[src/common/sd_pkg.sv]
package sd_pkg;

	// ======================================================================
	// sector geometry
	// ======================================================================

	// words per 512-byte sector
	localparam int SECTOR_WORDS = 256;
	// byte address bits inside one sector
	localparam int SECTOR_SHIFT = 9;

	// one host buffer word
	typedef logic [15:0] sd_word_t;

	// host sector number
	typedef logic [31:0] sd_lba_t;

	// ======================================================================
	// channels sharing the host sector interface
	// ======================================================================

	// lower value wins a tie
	typedef enum logic {
		CH_BACKUP = 1'b0,
		CH_MSU    = 1'b1
	} chan_e;

	// sector request, held as a level until ack rises
	typedef struct packed {
		sd_lba_t lba;
		logic    rd;
		logic    wr;
	} sd_req_t;

	// host to design buffer bus
	// wr pulses once per word on a sector read
	typedef struct packed {
		logic [7:0] addr;
		sd_word_t   data;
		logic       wr;
	} sd_buf_t;

	// ======================================================================
	// byte view of a buffer word
	// ======================================================================

	// lo is the even byte address, hi the odd one
	typedef union packed {
		sd_word_t word;
		struct packed {
			logic [7:0] hi;
			logic [7:0] lo;
		} b;
	} sd_word_u;

endpackage
[src/backup/bk_sequencer.sv]
`timescale 1ns/1ps

module bk_sequencer #(
	parameter int BSRAM_BITS = 17
) (
	input  logic            clk_sys,
	input  logic            reset,
	input  logic [3:0]      ram_size,
	input  logic            img_mounted,
	input  logic            img_readonly,
	input  logic            osd_status,
	input  logic            autosave,
	input  logic            bk_load,
	input  logic            bk_save,
	input  logic            cpu_we,
	input  logic            ack,
	output sd_pkg::sd_req_t req,
	output logic            bk_loading,
	output logic            led_unsaved
);
	import sd_pkg::*;

	// highest sector the backup RAM can hold
	localparam sd_lba_t RAM_LAST = (32'd1 << (BSRAM_BITS - SECTOR_SHIFT)) - 32'd1;

	logic    bk_ena;
	logic    walking;
	logic    old_load;
	logic    old_save;
	logic    old_auto;
	logic    old_ack;
	logic    auto_req;
	logic    load_rise;
	logic    save_rise;
	logic    auto_rise;
	logic    start;
	sd_lba_t size_last;
	sd_lba_t end_lba;

	// 1 KB << ram_size bytes, i.e. 2 << ram_size sectors
	assign size_last = (sd_lba_t'(2) << ram_size) - 32'd1;
	// clamp to what is really there
	assign end_lba   = (size_last > RAM_LAST) ? RAM_LAST : size_last;

	// ======================================================================
	// triggers
	// ======================================================================

	// autosave once the OSD opens with unsaved data
	assign auto_req  = led_unsaved & osd_status & autosave;
	assign load_rise = bk_load & ~old_load;
	assign save_rise = bk_save & ~old_save;
	assign auto_rise = auto_req & ~old_auto;
	assign start     = bk_ena & ~walking & (load_rise | save_rise | auto_rise);

	always_ff @(posedge clk_sys or posedge reset) begin
		if (reset) begin
			old_load <= 1'b0;
			old_save <= 1'b0;
			old_auto <= 1'b0;
			old_ack  <= 1'b0;
		end else begin
			old_load <= bk_load;
			old_save <= bk_save;
			old_auto <= auto_req;
			old_ack  <= ack;
		end
	end

	// save file usable only if writable and cart has RAM
	always_ff @(posedge clk_sys or posedge reset) begin
		if (reset) begin
			bk_ena <= 1'b0;
		end else if (img_mounted) begin
			bk_ena <= ~img_readonly & (ram_size != 4'd0);
		end
	end

	// unsaved flag, CPU writes count only with the OSD closed
	always_ff @(posedge clk_sys or posedge reset) begin
		if (reset) begin
			led_unsaved <= 1'b0;
		end else if (cpu_we & ~osd_status) begin
			led_unsaved <= 1'b1;
		end else if (start) begin
			led_unsaved <= 1'b0;
		end
	end

	// ======================================================================
	// sector walk 0 .. end_lba
	// ======================================================================

	always_ff @(posedge clk_sys or posedge reset) begin
		if (reset) begin
			req        <= '0;
			walking    <= 1'b0;
			bk_loading <= 1'b0;
		end else if (!walking) begin
			if (start) begin
				// load wins over save on the same edge
				walking    <= 1'b1;
				bk_loading <= load_rise;
				req.lba    <= '0;
				req.rd     <= load_rise;
				req.wr     <= ~load_rise;
			end
		end else begin
			// host took the request
			if (ack & ~old_ack) begin
				req.rd <= 1'b0;
				req.wr <= 1'b0;
			end
			// sector done, next one or finish
			if (~ack & old_ack) begin
				if (req.lba >= end_lba) begin
					walking    <= 1'b0;
					bk_loading <= 1'b0;
				end else begin
					req.lba <= req.lba + 32'd1;
					req.rd  <= bk_loading;
					req.wr  <= ~bk_loading;
				end
			end
		end
	end

endmodule

[config.mk]
export PLATFORM = sky130hd
export DESIGN_NAME = bk_sequencer
export DESIGN_NICKNAME = d
export VERILOG_FILES = /design/src/common/sd_pkg.sv /design/src/backup/bk_sequencer.sv
export SDC_FILE = /design/constraint.sdc
export NUM_CORES = 1
export LEC_CHECK = 0
export ABC_CLOCK_PERIOD_IN_PS = 4900
export BUFFER_PORTS_ARGS = -buffer_cell sky130_fd_sc_hd__buf_2
export CAP_MARGIN = 20
export CORE_ASPECT_RATIO = 0.8
export CORE_MARGIN = 3
export CORE_UTILIZATION = 61
export DETAILED_ROUTE_END_ITERATION = 10
export HOLD_SLACK_MARGIN = 0.02
export MAX_ROUTING_LAYER = met4
export PLACE_DENSITY_LB_ADDON = 0.05
export SETUP_SLACK_MARGIN = 0.5
export SLEW_MARGIN = 20
export SYNTH_ARGS = -nofsm -noshare
export SYNTH_HDL_FRONTEND = slang
export SYNTH_SLANG_ARGS = --single-unit
[constraint.sdc]
create_clock -name clk_sys -period 4.9 [get_ports clk_sys]
set_clock_uncertainty 0.15 [all_clocks]
set_input_delay 0.49 -clock clk_sys [delete_from_list [all_inputs] [get_ports clk_sys]]
set_output_delay 0.49 -clock clk_sys [all_outputs]
set_load 0.005 [all_outputs]
==> run_results.csv <==
group,metric,value,unit
run_status,status,"complete, no violations",
layout,area_growth,15.0,%
clock_network,cts-root-buf,"clkbuf_8",
place,portBuffers,49,
synth,yosys.cell_types.count,47,
clock_network,clock-sinks,42,
synth,syn_area,0.00300,mm^2
power,power.switching,0.000342,W
layout,final_common_cell,"nand2_1",
synth,synth_top_area_share,35.0,%
floorplan,core,0.00468,mm^2
sta,period_share,78.2,%
clock_network,cts_buffers,5,
power,clockPowerShare,22.0,%
global_route,grt_pass1_wl,11600,um
sta,rsz0062_at_grt,"no",
global_route,track_usage,26.1,%
synth,synth-warning-count,0,
worst_hold_path,hold_path_class,"in -> async",
power,p_leak,1.82,nW
layout,diodes,0,
routing,viasPerCell,5.77,
floorplan,die_w,84.4,um
synth,syn_inst,335,
floorplan,die_area,0.00580,mm^2
floorplan,num_rows,22,
sta,slew_headroom,31.5,%
routing,wl_per_cell,15.0,um
power,p_sw_share,35.7,%
critical_path,cp_top_family,"simple AND/OR/NAND/NOR gates",
critical_path,r2r_end,"req[20]",
floorplan,die_h,68.7,um
synth,syn_avg_cell_area,8.96,um^2
routing,vias,2702,
critical_path,worst_path_largest_cell_delay,0.92,ns
critical_path,reg2reg_depth,8,
sta,setup_viol,0,
routing,drc,0,
place,dpl.hpwl,5360,um
synth,synth_top_flop_cell,"dfrtp_1",
sta,timing.fmax,261,MHz
sta,hold_viol,0,
clock_network,clockBufferDepth,2,
synth,async_flop_share,100,%
global_route,grt_max_degree,43,
global_route,grt_overflow,0,
sta,finalSetupTns,0,ns
clock_network,cts_max_level,2,
critical_path,path_max_fanout,27,
sta,slew_violations,0,
place,dpl.cell_count,461,
critical_path,reg2reg_from,"req[33]",
routing,first_pass_iters,4,
power,total_power,0.000957,W
critical_path,worstPathRequired,4.93,ns
routing,wl,7000,um
place,gp_congestion,0.852,
synth,synth_top_cells_by_area,"dfrtp_1 (35%), ha_1 (14%), nand2_1 (6.6%)",
routing,drt_iter0_markers,164,
power,vdd_ir_drop_max,0.000283,V
clock_network,cts_setup_buffers,0,
power,internal-power,0.000615,W
power,seq_power_share,48.9,%
synth,synth_seq_area_share,35.0,%
synth,synth-edff-count,0,
critical_path,critPathLaunchType,"input pin",
clock_network,clk_latency,0.29,ns
synth,ys_seq_elements,42,
synth,yosys.area.top_type,"dfrtp_1",
clock_network,cts.reportedPaths.clkPinSlew,0.08,ns
flow_run,max_cap_violations,0,
critical_path,cp-end-kind,"register",
global_route,grt_pass1_vias,2439,
critical_path,path_class,"in -> reg",
critical_path,arrival,3.86,ns
layout,fin_cells,468,
critical_path,cp_cell_sequence,"buf_2 > nor2_1 > nand3b_1 > ha_1 > nor3_1 > a211oi_1 > ha_1 > nand2_1 > nor2_1 > nand3_1 > a311oi_2 > nor2_4 > and3_1 > a221o_1",
global_route,antenna_found_initial,0,
sta,min_period,3.83,ns
critical_path,rrSetupSlack,1.41,ns
routing,detail-route-antenna-nets,0,
floorplan,io_pins,50,
layout,drive_gt1_share,16.9,%
clock_network,cts_hold_buf,0,
floorplan,start_util,64.1,%
layout,final_cell_mix,"nand2_1 (53), buf_2 (49), dfrtp_1 (42), ha_1 (34), conb_1 (24)",
power,comb_power_share,29.1,%
sta,worst_slew_pin_slew,1.03,ns
critical_path,path_buf_inv,1,
critical_path,slowest_stage,"a311oi_2",
layout,n_fill_cell,365,
clock_network,cts_tree,"done",
clock_network,cts-resized-gates,0,
power,powerDensity,277,mW/mm^2
layout,fin_nets,456,
-- cell type report --
type / count / area, um^2 / area share (%)
Tap cell: 60 / 75.1 / 2.17
Inverter: 13 / 48.8 / 1.41
Timing Repair Buffer: 50 / 253 / 7.32
Multi-Input combinational cell: 296 / 1950 / 56.4
Sequential cell: 42 / 1050 / 30.4
Clock buffer: 7 / 76.3 / 2.21
-- cells in the mapped netlist, types with 3 or more instances --
library cell / count
nand2_1: 53
dfrtp_1: 42
ha_1: 34
nor2_1: 21
a21oi_1: 20
nand3_1: 19
mux2i_1: 18
o21ai_0: 15
inv_1: 13
nor3_1: 11
and3_1: 10
nand4_1: 10
xnor2_1: 6
and2_1: 5
and4_1: 5
nand2b_1: 5
a31o_2: 4
clkbuf_1: 4
a21o_1: 3
nor2b_1: 3
-- metal layers --
layer / part of all wire [%] / vias up / wire length [um] / global-route usage [%]
met2: 47 / 65 / 3260 / 41.2
met1: 48 / 1283 / 3340 / 34.8
met4: 0.97 / 0 / 68 / 8.50
li1: - / 1345 / - / -
met3: 4.8 / 9 / 338 / 4.63
met5: 0 / - / 0 / -
-- through the flow --
| stage | area [um^2] | util [%] | hold slack (ns) | setup slack [ns] |
|---|---|---|---|---|
| 2_1_floorplan | 3090 | - | 0.344 | 1.83 |
| 3_3_place_gp | 3380 | 72.2 | 0.340 | 0.919 |
| 3_5_place_dp | 3380 | 72.2 | 0.353 | 0.786 |
| 4_1_cts | 3450 | 73.8 | 0.164 | 1.10 |
| 5_1_grt | 3450 | 73.8 | 0.164 | 0.760 |
| 6_report | 3450 | 73.8 | 0.162 | 1.07 |
-- sequential cells by signal, indices dropped and copies added (netlist names) --
name,flops
old_save,1
req,34
bk_ena,1
walking,1
bk_loading,1
old_load,1
old_ack,1
led_unsaved,1
old_auto,1
-- power by group through the flow --
stage	clock network (W)	logic [W]	registers, W
after floorplan	0	0.000186	0.000459
after global placement	0	0.000266	0.000471
after detailed placement	0	0.000277	0.000474
after CTS	0.000213	0.000279	0.000466
after global routing	0.000227	0.000317	0.000477
final	0.000211	0.000278	0.000468
-- worst max-delay path by stage --
stage / start / to / slack, ns / cells past startpoint
2_1_floorplan: ram_size[3] / req[28] / 1.83 / 14
3_3_place_gp: ram_size[3] / req[20] / 0.92 / 14
3_5_place_dp: ram_size[3] / req[20] / 0.79 / 14
4_1_cts: ram_size[3] / req[20] / 1.10 / 14
5_1_grt: ram_size[3] / req[20] / 0.76 / 14
6_report: ram_size[3] / req[20] / 1.07 / 14
-- worst min-delay path, stage by stage --
cell and delay [ns]:
buf_2 0.09, inv_1 0.04, buf_4 0.43
-- cell families (layout without fill, tap and decap cells) --
group | after synthesis | after routing | synth area share [%]
buf+inv | 20 | 70 | 2.92
mux | 19 | 19 | 6.38
flops | 42 | 42 | 35.0
other cells | 1 | 24 | 0.125
xor+xnor | 6 | 6 | 1.75
simple gates | 153 | 153 | 25.8
compound gates | 60 | 60 | 13.8
fa+ha+maj | 34 | 34 | 14.2
(Power assumes the default switching activity.)
