===== src/common/sd_pkg.sv =====
package sd_pkg;

	// ======================================================================
	// sector geometry
	// ======================================================================

	// words per 512-byte sector
	localparam int SECTOR_WORDS = 256;
	// byte address bits inside one sector
	localparam int SECTOR_SHIFT = 9;

	// one host buffer word
	typedef logic [15:0] sd_word_t;

	// host sector number
	typedef logic [31:0] sd_lba_t;

	// ======================================================================
	// channels sharing the host sector interface
	// ======================================================================

	// lower value wins a tie
	typedef enum logic {
		CH_BACKUP = 1'b0,
		CH_MSU    = 1'b1
	} chan_e;

	// sector request, held as a level until ack rises
	typedef struct packed {
		sd_lba_t lba;
		logic    rd;
		logic    wr;
	} sd_req_t;

	// host to design buffer bus
	// wr pulses once per word on a sector read
	typedef struct packed {
		logic [7:0] addr;
		sd_word_t   data;
		logic       wr;
	} sd_buf_t;

	// ======================================================================
	// byte view of a buffer word
	// ======================================================================

	// lo is the even byte address, hi the odd one
	typedef union packed {
		sd_word_t word;
		struct packed {
			logic [7:0] hi;
			logic [7:0] lo;
		} b;
	} sd_word_u;

endpackage

===== src/sd_arbiter.sv =====
`timescale 1ns/1ps

module sd_arbiter (
	input  logic            clk_sys,
	input  logic            reset,
	input  sd_pkg::sd_req_t bk_req,
	input  sd_pkg::sd_req_t msu_req,
	input  logic            host_ack,
	output sd_pkg::sd_req_t host_req,
	output logic            bk_ack,
	output logic            msu_ack,
	output sd_pkg::chan_e   grant,
	output logic            busy
);
	import sd_pkg::*;

	// channel has rd or wr up
	logic bk_want;
	logic msu_want;
	// host ack seen high during this grant
	logic ack_seen;

	assign bk_want  = bk_req.rd | bk_req.wr;
	assign msu_want = msu_req.rd | msu_req.wr;

	// ======================================================================
	// grant machine
	// ======================================================================

	// idle -> granted on any request, backup first
	// granted -> idle once ack has gone high and back low
	always_ff @(posedge clk_sys or posedge reset) begin
		if (reset) begin
			busy     <= 1'b0;
			grant    <= CH_BACKUP;
			ack_seen <= 1'b0;
		end else if (!busy) begin
			ack_seen <= 1'b0;
			if (bk_want) begin
				grant <= CH_BACKUP;
				busy  <= 1'b1;
			end else if (msu_want) begin
				grant <= CH_MSU;
				busy  <= 1'b1;
			end
		end else begin
			if (host_ack) begin
				ack_seen <= 1'b1;
			end else if (ack_seen) begin
				// transfer over, one idle cycle follows
				busy <= 1'b0;
			end
		end
	end

	// ======================================================================
	// request and ack routing
	// ======================================================================

	// nothing goes to the host while idle
	always_comb begin
		host_req = '0;
		if (busy) begin
			if (grant == CH_BACKUP) begin
				host_req = bk_req;
			end else begin
				host_req = msu_req;
			end
		end
	end

	// ack only reaches the channel holding the grant
	assign bk_ack  = host_ack & busy & (grant == CH_BACKUP);
	assign msu_ack = host_ack & busy & (grant == CH_MSU);

endmodule


===== config.mk =====
export PLATFORM = sky130hd
export DESIGN_NAME = sd_arbiter
export DESIGN_NICKNAME = d
export VERILOG_FILES = /design/src/common/sd_pkg.sv /design/src/sd_arbiter.sv
export SDC_FILE = /design/constraint.sdc
export NUM_CORES = 1
export LEC_CHECK = 0
export ABC_AREA = 1
export BUFFER_PORTS_ARGS = -buffer_cell sky130_fd_sc_hd__buf_2
export CAP_MARGIN = 20
export CORE_MARGIN = 2
export CORE_UTILIZATION = 31
export CTS_CLUSTER_DIAMETER = 80
export DETAILED_ROUTE_END_ITERATION = 16
export GPL_ROUTABILITY_DRIVEN = 0
export PLACE_DENSITY = 0.91
export SYNTH_ARGS = -nofsm -noshare
export SYNTH_HDL_FRONTEND = slang
export SYNTH_SLANG_ARGS = --single-unit

===== constraint.sdc =====
create_clock -name clk_sys -period 1.7 [get_ports clk_sys]
set_input_delay 0.34 -clock clk_sys [delete_from_list [all_inputs] [get_ports clk_sys]]
set_output_delay 0.34 -clock clk_sys [all_outputs]
set_load 0.01 [all_outputs]

==> reports/results.txt, run 1 <==
synth-to-layout area growth: 80.1%
CTS Root Cell: clkbuf_4
Post-Syn Instances: 133
CTS tree: yes
total gr overflow: 0
unrepaired setup endpoints after global routing: false
Req. time, crit path: 1.36 ns
crit start category: register
worst min-delay path category: input port to register
worst clock skew: 0.00189 ns
DR WL/cell: 9.42 um
first-pass GRT wire length: 3.86 mm
Die H: 51.0 um
CP Class: register to output port
H-tree depth: 1
Multi-input gate area: 483 sq um
status: finished, final reports clean
Std-Cell Rows: 17
Slew Viols, Final: 0
FF-to-FF path depth: 4
Yosys reg bits: 3
Cell Pwr Density: 1610 nW/um^2
VDD IR max: 0.970 mV
vias in the first global route: 953
FF-to-FF setup slack: 0.72 ns
gr usage total: 18.8%
final wirelength: 2.52 mm
Longest Clk Path Bufs: 2
layout cell share with drive strength beyond 1: 49.0%
Final ANT Viol Nets: 0
antenna violations before repair: 0
Avg Cell Area, Syn: 5.16 sq um
reg2reg end: grant
drt via density: 4.40
Least-Margin Pin Slew: 0.197 ns
Die ar.: 2600 sq um
fin nets: 311
Pre-Repair DR Iteration Count: 4
Tot Pwr: 1.99 mW
maxcap violations: 0
DRC: 0
fillers: 247
Post-Route Utilization: 57.5%
TritonCTS Sinks: 3
syn_nets: 204
Worst Setup EP: host_req[28]
Cell variety after synth: 11
Die X: 51.0 um
worst setup path start: grant
clock slew at reported path FFs: 0.04 ns
sequential standard cell area: 75.1 sq um
Seq/Total Area, Yosys: 10.9%
clock buffer count from CTS: 3
Setup TNS Final: 0 ns
Worst Path Arrival: 1.25 ns
largest net degree at the start of global routing: 37
input/output buffers: 108
routed vias: 1174
final hold viol count: 0
Pleak: 0.757 nW
Core Footprint: 2150 sq um
headroom to the max-slew limit: 86.7%
Peak Freq: 627 MHz
Critical Path End Type: output port
Period minus WS final: 1.59 ns
synthesized area: 686 sq um
Final setup violation count: 0
worst-skew pair later-pin latency: 0.23 ns
# IOs: 109
Inserted Diodes: 0
Synth Warn #: 0
HPWL Detailed: 1.97 mm
drt initial violations: 8
reg-to-reg startpoint: busy
Max FO, Critical Path: 36
Initial Util: 31.9%
period utilization: 93.8%
power breakdown:
part | internal, mW | total (mW) | switching (mW)
sequential | 0.108 | 0.127 | 0.0194
combinational | 0.695 | 1.73 | 1.04
clock | 0.0881 | 0.126 | 0.0383
worst max-delay path: stages (launching register included):
cell and delay, ns:
dfrtp_1 0.39, buf_8 0.17, inv_12 0.14, nor2_1 0.05
nor2_1 0.11, buf_2 0.14
cells by family after synthesis:
group	after synthesis	share of synthesized area, %
AOI/OAI and AO/OA	38	28.3
and+or+nand+nor	77	42.2
buffers and inverters	15	18.6
DFF	3	10.9
registers in the layout (all words and copies together), names as in the netlist:
signal / cells
ack_seen: 1
grant: 1
busy: 1
per-layer routing:
layer / global-route usage [%] / vias to the layer above / part of all wire (%)
met3: 4.39 / 2 / 12
met4: 8.56 / 0 / 0.32
met2: 32.7 / 67 / 47
li1: - / 636 / -
met5: 0 / - / 0
met1: 21.6 / 469 / 41
worst min-delay path by stage:
stage / cells past startpoint / from / slack (ns) / endpoint
finish: 3 / host_ack / 0.37 / busy
global route: 3 / host_ack / 0.37 / busy
detailed placement: 2 / reset / 0.21 / busy
CTS: 3 / host_ack / 0.36 / busy
floorplan: 1 / reset / 0.09 / ack_seen
global placement: 2 / reset / 0.21 / busy
cell type report:
| class | instances | share of cell area, % |
|---|---|---|
| repair buffers | 113 | 47.6 |
| multi-input cells | 115 | 39.1 |
| flip-flops and latches | 3 | 6.08 |
| well taps | 28 | 2.84 |
| inverters | 4 | 2.23 |
| clock buffers | 4 | 2.13 |
cells in the final DEF, fill, tap and decap left out:
cell type and instances:
clkbuf_4 3, inv_1 3, o21ai_1 5, buf_2 108
clkbuf_1 1, buf_8 1, a21oi_2 1, buf_4 3
dlygate4sd3_1 1, nor2_1 73, inv_12 1, dfrtp_1 3
nand2_1 4, o21ai_0 32
synthesized netlist by cell type:
library cell	n	area share (%)
a21oi_2	1	1.3
buf_4	3	3.3
buf_6	7	11
clkbuf_1	1	0.55
dfrtp_1	3	11
inv_1	3	1.6
inv_8	1	1.6
nand2_1	4	2.2
nor2_1	73	40
o21ai_0	32	23
o21ai_1	5	3.6
stage by stage:
step	cells	cell area (sq um)	setup WS, ns	hold WS (ns)
floorplan	133	686	0.402	0.0936
global placement	262	1190	0.303	0.205
detailed placement	262	1190	0.292	0.209
CTS	267	1220	0.0340	0.358
global route	267	1230	0.0130	0.373
finish	267	1230	0.105	0.368
timing repair:
action | in CTS | in global routing
endpoints found under the setup margin | 0 | 30
hold buffers | 1 | 0
endpoints found under the hold margin | 3 | 0
buffers inserted | 0 | 0
resized for setup | 0 | 4
Note: power is estimated with default switching activity, not from simulation.
==> inputs of run 2 (changes only) <==
--- a/config.mk
+++ b/config.mk
@@ -5,7 +5,7 @@
 export SDC_FILE = /design/constraint.sdc
 export NUM_CORES = 1
 export LEC_CHECK = 0
-export ABC_AREA = 1
+export ABC_AREA = 0
 export BUFFER_PORTS_ARGS = -buffer_cell sky130_fd_sc_hd__buf_2
 export CAP_MARGIN = 20
 export CORE_MARGIN = 2
@@ -13,7 +13,7 @@
 export CTS_CLUSTER_DIAMETER = 80
 export DETAILED_ROUTE_END_ITERATION = 16
 export GPL_ROUTABILITY_DRIVEN = 0
-export PLACE_DENSITY = 0.91
+export PLACE_DENSITY = 0.9
 export SYNTH_ARGS = -nofsm -noshare
 export SYNTH_HDL_FRONTEND = slang
 export SYNTH_SLANG_ARGS = --single-unit
==> reports/results.txt, run 2 <==
status: finished, final reports clean
Yosys top cell area share: 48.7%
commonest cells after routing, fill and taps aside: buf_2 (108), nor2_1 (39), mux2i_1 (34)
sw frac: 46.7%
Synth top cells by count: nor2_1 (39), mux2i_1 (34), buf_12 (3), buf_2 (3), dfrtp_1 (3)
Comb pwr share: 83.5%
H-tree depth: 1
Cell variety after synth: 14
unrepaired setup endpoints after global routing: false
Slew Viols, Final: 0
antenna violations before repair: 0
reg-to-reg startpoint: busy
maxcap violations: 0
input/output buffers: 108
# IOs: 109
Multi-input gate area: 531 sq um
synth-to-layout area growth: 82.8%
clock slew at reported path FFs: 0.04 ns
Final setup violation count: 0
Psw: 0.705 mW
Top Registers: ack_seen x1, busy x1, grant x1
Inserted Diodes: 0
worst min-delay path category: input port to register
DRC: 0
Initial Util: 32.2%
Final ANT Viol Nets: 0
worst clock skew: 0.00166 ns
WHS Endpoint: ack_seen
vias in the first global route: 999
fillers: 220
Post-Syn Instances: 91
Setup TNS Final: 0 ns
Die X: 51.5 um
final wirelength: 2.72 mm
worst-skew pair later-pin latency: 0.23 ns
commonest non-fill, non-tap cell in the layout: buf_2
fin nets: 272
Period minus WS final: 1.64 ns
crit-path cells: buf_12 -> mux2i_1 -> nor2_1 -> buf_2
FF-to-FF setup slack: 0.70 ns
headroom to the max-slew limit: 85.4%
CTS Root Cell: clkbuf_4
routed vias: 1048
syn_nets: 162
drt initial violations: 3
TritonCTS Sinks: 3
HPWL Detailed: 2.24 mm
sequential standard cell area: 77.6 sq um
CTS tree: yes
Avg Cell Area, Syn: 7.69 sq um
largest net degree at the start of global routing: 26
Longest Clk Path Bufs: 2
clock network power share: 8.5%
dominant cell by count in the synthesized netlist: nor2_1
Tot Pwr: 1.51 mW
hold_sp: host_ack
EDFF count, synth: 0
Internal: 0.804 mW
Req. time, crit path: 1.36 ns
synthesized area: 699 sq um
gr usage total: 19.6%
first-pass GRT wire length: 3.98 mm
Core Footprint: 2170 sq um
Synth Flop Type: dfrtp_1
WHS Path Cells: 3
worst setup path start: grant
crit start category: register
Std-Cell Rows: 17
Synth Warn #: 0
Least-Margin Pin Slew: 0.212 ns
Die ar.: 2650 sq um
Critical Path End Type: output port
layout cell share with drive strength beyond 1: 59.0%
period utilization: 96.3%
clock buffer count from CTS: 3
Yosys reg bits: 3
final hold viol count: 0
most area-consuming cells after synthesis: mux2i_1 (49%), nor2_1 (21%), dfrtp_1 (11%), buf_12 (8.6%), buf_2 (2.1%)
Setup Buffers After CTS: 0
reg2reg end: ack_seen
VDD IR max: 0.639 mV
Cell Pwr Density: 1180 nW/um^2
top cell type by total area after synthesis: mux2i_1
CP max-delay cell: dfrtp_2
Die H: 51.5 um
ys async rst share: 100%
Max FO, Critical Path: 25
FF-to-FF path depth: 3
Crit path largest cell delay: 0.38 ns
Peak Freq: 611 MHz
Pre-Repair DR Iteration Count: 4
total gr overflow: 0
drt via density: 4.60
CP Class: register to output port
Pleak: 0.819 nW
Seq/Total Area, Yosys: 10.7%
Worst Path Arrival: 1.30 ns
part of the power in registers: 8.1%
DR WL/cell: 11.9 um
-- run 2: per-layer routing --
layer  part of all wire (%)  GRT usage, %  vias up
met5                      0             0        -
met4                   0.29          3.95        0
met3                     13          6.90        2
met2                     51          39.5       64
met1                     35          18.5      455
li1                       -             -      527
-- run 2: worst max-delay path by stage --
stage	end
6_report	host_req[23]
3_5_place_dp	host_req[27]
2_1_floorplan	host_req[10]
3_3_place_gp	host_req[18]
5_1_grt	host_req[31]
4_1_cts	host_req[27]
-- run 2: what timing repair did --
item                                    CTS  global route
gates resized for setup                   0             2
endpoints found under the setup margin    0             3
endpoints found under the hold margin     3             0
hold buffers                              1             0
-- run 2: metrics by stage --
stage          setup slack, ns  utilization (%)  cell area (sq um)  hold WS (ns)  std cells
2_1_floorplan            0.368                -                699        0.0936         91
3_3_place_gp             0.349             57.0               1240         0.212        223
3_5_place_dp             0.319             57.0               1240         0.215        223
4_1_cts                 0.0616             58.7               1270         0.383        228
5_1_grt                 0.0174             58.9               1280         0.393        228
6_report                0.0627             58.9               1280         0.385        228
-- run 2: cell families (layout without fill, tap and decap cells) --
family	after synthesis	after routing	synth area share, %
simple gates	42	42	23.6
mux	34	34	48.7
buf+inv	9	118	13.4
compound gates	3	3	3.58
flops	3	3	10.7
-- run 2: final cells by class --
cell class,instances,area share [%]
Timing Repair Buffer,112,47.1
Multi-Input combinational cell,79,41.5
Sequential cell,3,6.07
Tap cell,28,2.74
Clock buffer,4,2.05
Inverter,2,0.587
-- run 2: power groups by stage --
stage / clock network (mW) / logic (mW) / registers (mW)
floorplan: 0 / 0.928 / 0.120
global route: 0.139 / 1.38 / 0.127
CTS: 0.133 / 1.26 / 0.120
global placement: 0 / 1.24 / 0.119
finish: 0.127 / 1.26 / 0.122
detailed placement: 0 / 1.26 / 0.121
-- run 2: critical path, delay by kind of cell, from the launching register on --
kind          cells  cell delay, ns
flops             1            0.38
simple gates      1            0.06
mux               1            0.27
buf+inv           2            0.34
